[config.mk]
export PLATFORM = sky130hd
export DESIGN_NAME = snes_ctrl_top
export DESIGN_NICKNAME = d
export VERILOG_FILES = /design/src/verilog/snes_ctrl_pkg.sv /design/src/verilog/snes_ctrl_top.sv /design/src/verilog/save_slot_tracker.sv /design/src/verilog/rtc_packer.sv /design/src/verilog/stick_deadzone.sv /design/src/verilog/core_settings_regs.sv
export SDC_FILE = /design/constraint.sdc
export NUM_CORES = 1
export LEC_CHECK = 0
export BUFFER_PORTS_ARGS = -buffer_cell sky130_fd_sc_hd__buf_2
export CELL_PAD_IN_SITES_DETAIL_PLACEMENT = 1
export CELL_PAD_IN_SITES_GLOBAL_PLACEMENT = 2
export CORE_MARGIN = 2
export CORE_UTILIZATION = 30
export DETAILED_ROUTE_END_ITERATION = 8
export PLACE_DENSITY_LB_ADDON = 0.25
export SYNTH_ARGS = -nofsm -noshare
export SYNTH_HDL_FRONTEND = slang
export SYNTH_SLANG_ARGS = --single-unit
[constraint.sdc]
create_clock -name clk_74a -period 3.5 [get_ports clk_74a]
set_input_delay 0.7 -clock clk_74a [delete_from_list [all_inputs] [get_ports clk_74a]]
set_output_delay 0.7 -clock clk_74a [all_outputs]
set_load 0.05 [all_outputs]
[src/verilog/snes_ctrl_pkg.sv]
// SNES core control plane shared definitions
// bridge register map, field widths, timing constants and the
// register-select type used by the settings decoder

package snes_ctrl_pkg;

  ////////////////////////////////////////
  // bridge bus
  ////////////////////////////////////////

  localparam int bridge_addr_w = 32;
  localparam int bridge_data_w = 32;

  // register map
  localparam logic [31:0] addr_download      = 32'h0000_0000;
  localparam logic [31:0] addr_rom_size      = 32'h0000_0004;
  localparam logic [31:0] addr_rom_type      = 32'h0000_0008;
  localparam logic [31:0] addr_ram_size      = 32'h0000_000C;
  localparam logic [31:0] addr_pal           = 32'h0000_0010;
  localparam logic [31:0] addr_reset         = 32'h0000_0050;
  localparam logic [31:0] addr_cpu_turbo     = 32'h0000_0080;
  localparam logic [31:0] addr_gsu_turbo     = 32'h0000_0084;
  localparam logic [31:0] addr_multitap      = 32'h0000_0100;
  localparam logic [31:0] addr_lightgun      = 32'h0000_0104;
  localparam logic [31:0] addr_aim_speed     = 32'h0000_0108;
  localparam logic [31:0] addr_deadzone      = 32'h0000_010C;
  localparam logic [31:0] addr_square_pixels = 32'h0000_0200;
  localparam logic [31:0] addr_blend         = 32'h0000_0204;
  localparam logic [31:0] addr_region        = 32'h0000_0208;

  // decoded register select, one per mapped address
  typedef enum logic [3:0] {
    reg_none,
    reg_download,
    reg_rom_size,
    reg_rom_type,
    reg_ram_size,
    reg_pal,
    reg_reset,
    reg_cpu_turbo,
    reg_gsu_turbo,
    reg_multitap,
    reg_lightgun,
    reg_aim_speed,
    reg_deadzone,
    reg_square_pixels,
    reg_blend,
    reg_region
  } settings_reg_e;

  ////////////////////////////////////////
  // timing and data constants
  ////////////////////////////////////////

  localparam logic [31:0] reset_hold_cycles   = 32'd256;
  localparam logic [7:0]  stick_center        = 8'd128;
  // slot 1 size word, slot index * 2 + 1
  localparam logic [9:0]  datatable_save_slot = 10'd3;
  localparam logic [31:0] save_size_unit      = 32'd1024;

  // field widths
  localparam int rom_size_w  = 4;
  localparam int ram_size_w  = 4;
  localparam int sram_size_w = 4;
  localparam int rom_type_w  = 8;
  localparam int region_w    = 2;
  localparam int axis_w      = 8;
  localparam int rtc_w       = 65;

endpackage
[src/verilog/snes_ctrl_top.sv]
// SNES core control plane top level
// settings decoder, stick calibration, RTC packing and save slot
// tracking side by side on the bridge clock

`timescale 1ns/100ps

module snes_ctrl_top
  import snes_ctrl_pkg::*;
(
  input  logic                     clk_74a,
  input  logic                     pll_core_locked,
  // bridge bus
  input  logic [bridge_addr_w-1:0] bridge_addr,
  input  logic                     bridge_wr,
  input  logic [bridge_data_w-1:0] bridge_wr_data,
  // player 1 sticks, left x and y in the low bytes
  input  logic [31:0]              cont1_joy,
  // host clock and data slot events
  input  logic [31:0]              rtc_date,
  input  logic [31:0]              rtc_time,
  input  logic                     dataslot_requestread,
  input  logic                     dataslot_requestwrite,
  input  logic                     dataslot_allcomplete,
  input  logic [sram_size_w-1:0]   sram_size,
  // core settings
  output logic                     ioctl_download,
  output logic [rom_size_w-1:0]    rom_size,
  output logic [rom_type_w-1:0]    rom_type,
  output logic [ram_size_w-1:0]    ram_size,
  output logic                     pal,
  output logic                     forced_pal,
  output logic                     cpu_turbo,
  output logic                     gsu_turbo,
  output logic                     multitap,
  output logic                     lightgun,
  output logic                     lightgun_type,
  output logic                     mouse,
  output logic [axis_w-1:0]        dpad_aim_speed,
  output logic [axis_w-1:0]        joystick_deadzone,
  output logic                     square_pixels,
  output logic                     blend,
  output logic [region_w-1:0]      core_region,
  output logic                     reset_button,
  // calibrated stick
  output logic [axis_w-1:0]        stick_x_cal,
  output logic [axis_w-1:0]        stick_y_cal,
  // rtc
  output logic [rtc_w-1:0]         rtc_word,
  output logic                     rtc_new,
  // save tracking
  output logic                     save_download,
  output logic                     datatable_wren,
  output logic [9:0]               datatable_addr,
  output logic [31:0]              datatable_data
);

  core_settings_regs settings_i (
    .clk_74a          (clk_74a),
    .pll_core_locked  (pll_core_locked),
    .bridge_addr      (bridge_addr),
    .bridge_wr        (bridge_wr),
    .bridge_wr_data   (bridge_wr_data),
    .ioctl_download   (ioctl_download),
    .rom_size         (rom_size),
    .rom_type         (rom_type),
    .ram_size         (ram_size),
    .pal              (pal),
    .forced_pal       (forced_pal),
    .cpu_turbo        (cpu_turbo),
    .gsu_turbo        (gsu_turbo),
    .multitap         (multitap),
    .lightgun         (lightgun),
    .lightgun_type    (lightgun_type),
    .mouse            (mouse),
    .dpad_aim_speed   (dpad_aim_speed),
    .joystick_deadzone(joystick_deadzone),
    .square_pixels    (square_pixels),
    .blend            (blend),
    .core_region      (core_region),
    .reset_button     (reset_button)
  );

  // deadzone comes straight from the settings block
  stick_deadzone stick_i (
    .clk_74a        (clk_74a),
    .pll_core_locked(pll_core_locked),
    .stick_x        (cont1_joy[7:0]),
    .stick_y        (cont1_joy[15:8]),
    .deadzone       (joystick_deadzone),
    .stick_x_cal    (stick_x_cal),
    .stick_y_cal    (stick_y_cal)
  );

  rtc_packer rtc_i (
    .clk_74a        (clk_74a),
    .pll_core_locked(pll_core_locked),
    .rtc_date       (rtc_date),
    .rtc_time       (rtc_time),
    .rtc_word       (rtc_word),
    .rtc_new        (rtc_new)
  );

  save_slot_tracker save_i (
    .clk_74a              (clk_74a),
    .pll_core_locked      (pll_core_locked),
    .dataslot_requestread (dataslot_requestread),
    .dataslot_requestwrite(dataslot_requestwrite),
    .dataslot_allcomplete (dataslot_allcomplete),
    .sram_size            (sram_size),
    .save_download        (save_download),
    .datatable_wren       (datatable_wren),
    .datatable_addr       (datatable_addr),
    .datatable_data       (datatable_data)
  );

endmodule

[src/verilog/save_slot_tracker.sv]
// Save slot tracker
// holds the save-download flag across a data slot transfer and
// keeps the save size written into the host data table

`timescale 1ns/100ps

module save_slot_tracker
  import snes_ctrl_pkg::*;
(
  input  logic                   clk_74a,
  input  logic                   pll_core_locked,
  input  logic                   dataslot_requestread,
  input  logic                   dataslot_requestwrite,
  input  logic                   dataslot_allcomplete,
  input  logic [sram_size_w-1:0] sram_size,
  output logic                   save_download,
  output logic                   datatable_wren,
  output logic [9:0]             datatable_addr,
  output logic [31:0]            datatable_data
);

  logic allcomplete_prev;
  logic allcomplete_rise;

  assign allcomplete_rise = dataslot_allcomplete && !allcomplete_prev;

  ////////////////////////////////////////
  // save-download flag
  ////////////////////////////////////////

  always_ff @(posedge clk_74a or negedge pll_core_locked) begin
    if (!pll_core_locked) begin
      allcomplete_prev <= 1'b0;
      save_download    <= 1'b0;
    end else begin
      allcomplete_prev <= dataslot_allcomplete;
      // a request wins over completion in the same cycle
      if (dataslot_requestread || dataslot_requestwrite) begin
        save_download <= 1'b1;
      end else if (allcomplete_rise) begin
        save_download <= 1'b0;
      end
    end
  end

  ////////////////////////////////////////
  // data table writer
  ////////////////////////////////////////

  always_ff @(posedge clk_74a or negedge pll_core_locked) begin
    if (!pll_core_locked) begin
      datatable_wren <= 1'b0;
      datatable_addr <= '0;
      datatable_data <= '0;
    end else begin
      datatable_wren <= 1'b1;
      datatable_addr <= datatable_save_slot;
      // size code 0 means no save ram
      datatable_data <= (sram_size != '0) ? (save_size_unit << sram_size) : 32'd0;
    end
  end

endmodule

[src/verilog/rtc_packer.sv]
// Real-time clock packer
// flags each change of the host time with a toggle and packs
// date and time into the core's 65 bit RTC word

`timescale 1ns/100ps

module rtc_packer
  import snes_ctrl_pkg::*;
(
  input  logic             clk_74a,
  input  logic             pll_core_locked,
  input  logic [31:0]      rtc_date,
  input  logic [31:0]      rtc_time,
  output logic [rtc_w-1:0] rtc_word,
  output logic             rtc_new
);

  logic [31:0] prev_time;

  always_ff @(posedge clk_74a or negedge pll_core_locked) begin
    if (!pll_core_locked) begin
      prev_time <= '0;
      rtc_new   <= 1'b0;
    end else if (rtc_time != prev_time) begin
      prev_time <= rtc_time;
      rtc_new   <= ~rtc_new;
    end
  end

  // toggle, spare byte, weekday, then bcd date and time bytes
  assign rtc_word = {
    rtc_new,
    8'h00,
    8'h01,
    rtc_date[23:16], rtc_date[15:8], rtc_date[7:0],
    rtc_time[23:16], rtc_time[15:8], rtc_time[7:0]
  };

endmodule

[src/verilog/stick_deadzone.sv]
// Analog stick deadzone calibration
// pulls both axes of one stick to center while the stick sits
// inside the deadzone, one cycle of latency

`timescale 1ns/100ps

module stick_deadzone
  import snes_ctrl_pkg::*;
(
  input  logic              clk_74a,
  input  logic              pll_core_locked,
  input  logic [axis_w-1:0] stick_x,
  input  logic [axis_w-1:0] stick_y,
  input  logic [axis_w-1:0] deadzone,
  output logic [axis_w-1:0] stick_x_cal,
  output logic [axis_w-1:0] stick_y_cal
);

  logic [axis_w-1:0] dist_x;
  logic [axis_w-1:0] dist_y;
  logic [axis_w:0]   dist_total;
  logic              outside;

  // distance from center per axis
  assign dist_x = stick_x[axis_w-1] ? {1'b0, stick_x[axis_w-2:0]}
                                    : stick_center - {1'b0, stick_x[axis_w-2:0]};
  assign dist_y = stick_y[axis_w-1] ? {1'b0, stick_y[axis_w-2:0]}
                                    : stick_center - {1'b0, stick_y[axis_w-2:0]};

  // 9 bit sum, no overflow
  assign dist_total = {1'b0, dist_x} + {1'b0, dist_y};

  // equal to the deadzone still counts as inside
  assign outside = dist_total > {1'b0, deadzone};

  always_ff @(posedge clk_74a or negedge pll_core_locked) begin
    if (!pll_core_locked) begin
      stick_x_cal <= stick_center;
      stick_y_cal <= stick_center;
    end else if (outside) begin
      stick_x_cal <= stick_x;
      stick_y_cal <= stick_y;
    end else begin
      stick_x_cal <= stick_center;
      stick_y_cal <= stick_center;
    end
  end

endmodule

[src/verilog/core_settings_regs.sv]
// Core settings registers
// decodes host bridge writes into core settings, runs the timed
// soft-reset pulse and applies the region override to the PAL flag

`timescale 1ns/100ps

module core_settings_regs
  import snes_ctrl_pkg::*;
(
  input  logic                     clk_74a,
  input  logic                     pll_core_locked,
  input  logic [bridge_addr_w-1:0] bridge_addr,
  input  logic                     bridge_wr,
  input  logic [bridge_data_w-1:0] bridge_wr_data,
  output logic                     ioctl_download,
  output logic [rom_size_w-1:0]    rom_size,
  output logic [rom_type_w-1:0]    rom_type,
  output logic [ram_size_w-1:0]    ram_size,
  output logic                     pal,
  output logic                     forced_pal,
  output logic                     cpu_turbo,
  output logic                     gsu_turbo,
  output logic                     multitap,
  output logic                     lightgun,
  output logic                     lightgun_type,
  output logic                     mouse,
  output logic [axis_w-1:0]        dpad_aim_speed,
  output logic [axis_w-1:0]        joystick_deadzone,
  output logic                     square_pixels,
  output logic                     blend,
  output logic [region_w-1:0]      core_region,
  output logic                     reset_button
);

  settings_reg_e sel;
  logic [31:0]   reset_delay;

  ////////////////////////////////////////
  // address decode
  ////////////////////////////////////////

  always_comb begin
    case (bridge_addr)
      addr_download:      sel = reg_download;
      addr_rom_size:      sel = reg_rom_size;
      addr_rom_type:      sel = reg_rom_type;
      addr_ram_size:      sel = reg_ram_size;
      addr_pal:           sel = reg_pal;
      addr_reset:         sel = reg_reset;
      addr_cpu_turbo:     sel = reg_cpu_turbo;
      addr_gsu_turbo:     sel = reg_gsu_turbo;
      addr_multitap:      sel = reg_multitap;
      addr_lightgun:      sel = reg_lightgun;
      addr_aim_speed:     sel = reg_aim_speed;
      addr_deadzone:      sel = reg_deadzone;
      addr_square_pixels: sel = reg_square_pixels;
      addr_blend:         sel = reg_blend;
      addr_region:        sel = reg_region;
      default:            sel = reg_none;
    endcase
  end

  ////////////////////////////////////////
  // settings and soft-reset counter
  ////////////////////////////////////////

  always_ff @(posedge clk_74a or negedge pll_core_locked) begin
    if (!pll_core_locked) begin
      ioctl_download    <= 1'b0;
      rom_size          <= '0;
      rom_type          <= '0;
      ram_size          <= '0;
      pal               <= 1'b0;
      cpu_turbo         <= 1'b0;
      gsu_turbo         <= 1'b0;
      multitap          <= 1'b0;
      lightgun          <= 1'b0;
      lightgun_type     <= 1'b0;
      mouse             <= 1'b0;
      dpad_aim_speed    <= '0;
      joystick_deadzone <= '0;
      square_pixels     <= 1'b0;
      blend             <= 1'b0;
      core_region       <= '0;
      reset_delay       <= '0;
    end else begin
      // count down the pulse, a fresh reset write reloads it
      if (bridge_wr && sel == reg_reset) begin
        reset_delay <= reset_hold_cycles;
      end else if (reset_delay != 32'd0) begin
        reset_delay <= reset_delay - 32'd1;
      end

      if (bridge_wr) begin
        case (sel)
          reg_download:      ioctl_download    <= bridge_wr_data[0];
          reg_rom_size:      rom_size          <= bridge_wr_data[rom_size_w-1:0];
          reg_rom_type:      rom_type          <= bridge_wr_data[rom_type_w-1:0];
          reg_ram_size:      ram_size          <= bridge_wr_data[ram_size_w-1:0];
          reg_pal:           pal               <= bridge_wr_data[0];
          reg_cpu_turbo:     cpu_turbo         <= bridge_wr_data[0];
          reg_gsu_turbo:     gsu_turbo         <= bridge_wr_data[0];
          reg_multitap:      multitap          <= bridge_wr_data[0];
          reg_lightgun: begin
            // one register carries all three pointer options
            lightgun      <= bridge_wr_data[0];
            lightgun_type <= bridge_wr_data[1];
            mouse         <= bridge_wr_data[2];
          end
          reg_aim_speed:     dpad_aim_speed    <= bridge_wr_data[axis_w-1:0];
          reg_deadzone:      joystick_deadzone <= bridge_wr_data[axis_w-1:0];
          reg_square_pixels: square_pixels     <= bridge_wr_data[0];
          reg_blend:         blend             <= bridge_wr_data[0];
          reg_region:        core_region       <= bridge_wr_data[region_w-1:0];
          default: ;
        endcase
      end
    end
  end

  assign reset_button = (reset_delay != 32'd0);

  // region bit 0 set means bit 1 picks PAL, else use the ROM flag
  assign forced_pal = core_region[0] ? core_region[1] : pal;

endmodule

### Yosys cells after proc, flatten, opt, wreduce, memory -nomap -nowiden

Cells that the tools add are included.

| storage, ports and cells | value |
|---|---|
| bits in registers | 161 |
| latch bits | 0 |
| RAM bits | 0 |
| ROM bits | 0 |
| word-level logic and storage cells | 97 |
| memories | 0 |

| operators by class | value |
|---|---|
| $add $sub $neg | 4 |
| multiply operators | 0 |
| divide/modulo/power cells | 0 |
| order comparisons | 1 |
| eq/ne operators | 30 |
| shift-type cells | 1 |
| mux-type cells | 11 |
| bitwise gates (word level) | 1 |
| reductions and logical operators | 23 |

Operators by type and width:

| operator | count |
|---|---|
| 32-bit by 9-bit == test with 1-bit output, second input constant | 4 |
| 32-bit by 10-bit == test with 1-bit output, second input constant | 3 |
| 32-bit two-way mux | 3 |
| 32-bit by 4-bit == test with 1-bit output, second input constant | 2 |
| 32-bit by 8-bit == test with 1-bit output, second input constant | 2 |
| 4-bit case mux with 15 select lines | 1 |
| 32-bit by 3-bit == test with 1-bit output, second input constant | 1 |
| 32-bit by 5-bit == test with 1-bit output, second input constant | 1 |
| 32-bit by 7-bit == test with 1-bit output, second input constant | 1 |
| 4-bit == test, second input constant | 8 |
| 32-bit logical NOT | 1 |
| 8-bit two-way mux | 4 |
| 32-bit inequality test | 1 |
| 32-bit nonzero test | 1 |
| 11-bit by 4-bit left shift with 32-bit output, first input constant | 1 |
| 32-bit by 1-bit subtractor with 32-bit output, second input constant | 1 |
| 2-bit AND reduction | 14 |
| 4-bit by 3-bit == test with 1-bit output, second input constant | 4 |
| 8-bit by 7-bit subtractor with 8-bit output, first input constant | 2 |
| 8-bit by 8-bit adder with 9-bit output | 1 |
| 9-bit by 8-bit > comparator with 1-bit output | 1 |
| 4-bit by 2-bit == test with 1-bit output, second input constant | 2 |
| 4-bit by 1-bit == test with 1-bit output, second input constant | 1 |
| 2-bit nonzero test | 2 |
| 6 further kinds | 9 |

### Depth between registers and ports, before layout

| depth | value |
|---|---|
| depth after elaboration | 5 |
| gate-level depth with buffers | 18 |

### Modules after synthesis

Synthesis repeated with hierarchy kept, for this count alone.

| second synthesis, totals | value |
|---|---|
| cell total of the unflattened synthesis | 726 |
| area, all modules | 7708.6 um^2 |

Modules (own cells, without submodules):

| module | times used | cells an instance | area each (um^2) | seq. area each (um^2) |
|---|---|---|---|---|
| core_settings_regs | 1 | 337 | 3792.4 | 1901.8 |
| rtc_packer | 1 | 176 | 1796.7 | 825.8 |
| stick_deadzone | 1 | 143 | 1307.5 | 402.9 |
| save_slot_tracker | 1 | 70 | 812.0 | 475.5 |

### Worst setup path before layout

OpenSTA, ideal clock, no wires.

| timing path | value |
|---|---|
| path kind | input to register |
| start | in cont1_joy[15] |
| end | reg stick_i.stick_y_cal[5] |
| setup time | 0.144 ns |
| data arrival time | 3.700 ns |
| required time | 3.356 ns |
| slack | -0.344 ns |
| stages on the path | 14 |
| buffers on the path | 2 |
| cells stage by stage | clkbuf_1 > mux2_2 > ha_1 > a21o_1 > a21oi_1 > nor2b_1 > o21a_1 > o41ai_1 > xnor2_1 > ha_1 > a211oi_1 > a31o_2 > clkbuf_1 > a21boi_0 |

| on the way | value |
|---|---|
| word-level cells in the longest chain between the ends | 4 |

Ends and longest elaborated chain:

| what | line | text |
|---|---|---|
| start: declaration | snes_ctrl_top.sv:17 | `input logic [31:0] cont1_joy,` |
| 8-bit two-way mux | stick_deadzone.sv:27 | `assign dist_y = stick_y[axis_w-1] ? {1'b0, stick_y[axis_w-2:0]}` |
| 8-bit by 8-bit adder with 9-bit output | stick_deadzone.sv:31 | `assign dist_total = {1'b0, dist_x} + {1'b0, dist_y};` |
| 9-bit by 8-bit > comparator with 1-bit output | stick_deadzone.sv:34 | `assign outside = dist_total > {1'b0, deadzone};` |
| 8-bit two-way mux | stick_deadzone.sv:40 | `end else if (outside) begin` |
| end signal: assignment | stick_deadzone.sv:39 | `stick_y_cal <= stick_center;` |
| end signal: assignment | stick_deadzone.sv:42 | `stick_y_cal <= stick_y;` |
| end signal: assignment | stick_deadzone.sv:45 | `stick_y_cal <= stick_center;` |
| end: declaration | stick_deadzone.sv:16 | `output logic [axis_w-1:0] stick_y_cal` |

No other way between the ends.
A chain may end at the register's enable or synchronous reset.

### Worst setup path after layout

| timing path | value |
|---|---|
| start | in cont1_joy[1] |
| end | reg stick_i.stick_x_cal[3] |

| on the way | value |
|---|---|
| word-level cells in the longest chain between the ends | 5 |

Ends and longest elaborated chain:

| what | line | text |
|---|---|---|
| 8-bit by 7-bit subtractor with 8-bit output | stick_deadzone.sv:26 | `: stick_center - {1'b0, stick_x[axis_w-2:0]};` |
| 8-bit two-way mux (*) | stick_deadzone.sv:25 | `assign dist_x = stick_x[axis_w-1] ? {1'b0, stick_x[axis_w-2:0]}` |
| 8-bit by 8-bit adder with 9-bit output (*) | stick_deadzone.sv:31 |  |
| 9-bit by 8-bit > comparator with 1-bit output (*) | stick_deadzone.sv:34 |  |
| 8-bit two-way mux (*) | stick_deadzone.sv:40 |  |
| end signal: assignment | stick_deadzone.sv:38 | `stick_x_cal <= stick_center;` |
| end signal: assignment | stick_deadzone.sv:41 | `stick_x_cal <= stick_x;` |
| end signal: assignment | stick_deadzone.sv:44 | `stick_x_cal <= stick_center;` |
| end: declaration | stick_deadzone.sv:15 | `output logic [axis_w-1:0] stick_x_cal,` |

Mark *: on every way between the ends. The rest lies on a longest branch, timed or not.

==> reports/metrics.csv <==
metric,value,unit
clockBufferDepth,2,
syn_inst,736,
hold_buffers,0,
async_flop_share,1.00,
antenna_found_initial,0,
vdd_drop_max,339,uV
slowest_delay,0.33,ns
arrival,3.70,ns
power_switching,1740,uW
grt_max_degree,73,
post_cts_buffers,0,
path_class,in2reg,
combPwrFrac,0.251,
fin_crit_sh,0.950,
synth-seq-area-share,0.470,
portBuffers,205,
outcome,"complete, no violations",
ios,342,
cts_sinks,144,
grt_pass1_vias,5997,
r2r_slack,1.01,ns
postLayoutCellArea,9550,um^2
synth_top_area_frac,0.464,
r2r-end,settings_i.reset_delay[5],
cp.required,3.87,ns
routedWlPerCell,15.2,um
final_cell_mix,"204 x buf_2, 142 x dfrtp_1, 69 x nor2_1",
maxCapViolCount,0,
cts-resized-gates,0,
synth_edf_count,0,
clock-skew-final,0.0183,ns
crit_path_max_fanout,10,
power_frac_clock,0.383,
setup_slack,0.174,ns
drv_slew,0,
fin_tns_setup,0,ns
drive_gt1_frac,0.395,
end_kind,register,
antennaDiodeCount,0,
tightestPinTransition,0.691,ns
critPathLaunchType,primary input,
finalSetupViolations,0,
dieArea,26800,um^2
viasPerCell,4.51,
grt_pass1_wl,30900,um
hold_viol_final,0,
clk_pin_slew,0.08,ns
cts_buffers,17,
dr_total_vias,5646,
timing.fmax,0.301,GHz
netlist_area,7670,um^2
rsz0062_at_grt,false,
crit_start,cont1_joy[1],
cp_slowest_cell,ha_1,
p_leak,0.00447,uW
num_rows,58,
drt_wl_total,19000,um
track_usage,0.146,
num-nets-final,1099,
final_common_cell,buf_2,
initialDrtViolationCount,143,
gp_congestion,0.723,
reg2regPathDepth,7,
seqPwrFrac,0.366,
fin_crit,3.33,ns
yosys.area.top_type,dfrtp_1,
synthTopCellsByArea,"dfrtp_1 46%, buf_4 9.0%, mux2_2 6.9%",
intPower,3160,uW
p_sw_frac,0.356,
die_w,164,um
first_pass_iters,4,
cts_tree,done,
ys_ff_latch,144,
clockRootBuffer,clkbuf_16,
dp_slack,-0.431,ns
drcViolationCount,0,
core_area,25100,um^2
gr-total-overflow,0,
hold_class,in2async,
synth_ff_type,dfrtp_1,
clock_latency,0.43,ns
htreeDepth,4,
initial_core_util,0.305,
dp_hpwl,14600,um
timing.rr.start,settings_i.reset_delay[12],
syn_to_final_growth,24.6,%
syn_avg_cell_area,10.4,um^2
slew_headroom,0.539,
yosysWarnings,0,
ant_nets,0,
crit_chain,"buf_2, inv_12, ha_4, mux2_4, ha_4, a21o_1, a21oi_2, nor2b_1, o21a_1, o41ai_2, xnor2_1, ha_1, o21ai_1, nand2b_1, o21ai_1, a31o_4, buf_12, a21oi_2",
pwr_density_cell,513,nW/um^2
die_h,164,um
place_area,8910,um^2
synth_cell_types,54,
==> Yosys cell counts (2+ instances only) <==
cell and count:
ha_1 19, nand4_1 10, o32a_1 2, and2_1 2, mux2_2 47, nand4b_1 2
a21o_1 6, o31ai_1 3, clkbuf_1 39, a21boi_0 6, buf_4 92, nor3_1 31
nor4_4 3, a31o_2 2, o21a_1 4, xnor2_1 35, dfrtp_1 142, o211ai_1 2
nor2b_1 4, buf_2 5, a31oi_1 5, inv_1 24, o21ai_0 6, a211o_1 2
dfstp_2 2, nor3b_1 2, nand2b_1 12, or2_2 2, a21oi_1 21, or3_1 5
nor4_2 2, conb_1 2, nand3_1 10, nand2_1 24, nor4_1 29, nor2_1 69
xor2_1 41, or4_1 6
==> worst max-delay path: cells and delay by family <==
| kind | cells | cell delay, ns |
|---|---|---|
| AOI/OAI and AO/OA | 8 | 1.30 |
| and+or+nand+nor | 2 | 0.13 |
| buffers and inverters | 3 | 0.37 |
| muxes | 1 | 0.28 |
| xor gates and xnor gates | 1 | 0.12 |
| adders and majority gates | 3 | 0.79 |
==> kinds of logic (layout without fill, tap and decap cells) <==
kind of cell,after synthesis,after routing,synth area share
buf+inv,160,306,0.124
mux,47,47,0.0690
fa+ha+maj,20,20,0.0336
simple gates,221,221,0.157
flops,144,144,0.470
other cells,2,42,0.000980
compound gates,66,66,0.0576
xor+xnor,76,76,0.0868
==> layer usage <==
metal	up-vias	global-route usage	routed length, um
li1	2726	-	-
met1	2736	0.187	8500
met2	167	0.233	8760
met3	17	0.0561	1580
met4	0	0.0375	197
met5	-	0	0
==> stage by stage <==
stage               utilization  power [uW]  instances  hold slack, ns
floorplan                     -        2770        776           0.404
global placement          0.355        3050       1220           0.469
detailed placement        0.355        3060       1220           0.490
CTS                       0.380        4980       1252           0.310
global route              0.380        5150       1252           0.341
finish                    0.380        4900       1252           0.293
==> power groups by stage <==
stage	Sequential, uW	Clock (uW)	Combinational, uW
global route	1810	2020	1320
global placement	1830	0	1220
detailed placement	1830	0	1230
floorplan	2120	0	656
finish	1790	1880	1230
CTS	1800	1950	1240
==> how the worst max path moves through the flow <==
stage	depth (start not counted)	endpoint	slack [ns]
final	18	stick_i.stick_x_cal[3]	0.17
after detailed placement	18	stick_i.stick_y_cal[0]	-0.43
after global placement	16	stick_i.stick_y_cal[3]	-0.43
after CTS	16	stick_i.stick_x_cal[3]	0.002
after global routing	18	stick_i.stick_y_cal[1]	0.02
after floorplan	15	stick_i.stick_y_cal[5]	-0.02
==> cell type report <==
type                    instances  area (um^2)
fillers                      2921        15600
flip-flops and latches        144         3610
multi-input cells             472         3380
repair buffers                250         1420
clock buffers                  17          425
well taps                     330          413
clock inverters                15          201
inverters                      24          108
==> sequential cells by signal, summed over array words and instances, names as in the netlist, 8 cells and up <==
signal and cells:
rtc_i.prev_time 32, save_i.datatable_data 16, settings_i.dpad_aim_speed 8, settings_i.joystick_deadzone 8, settings_i.reset_delay 32, settings_i.rom_type 8
stick_i.stick_x_cal 8, stick_i.stick_y_cal 8
(Power assumes the default switching activity.)
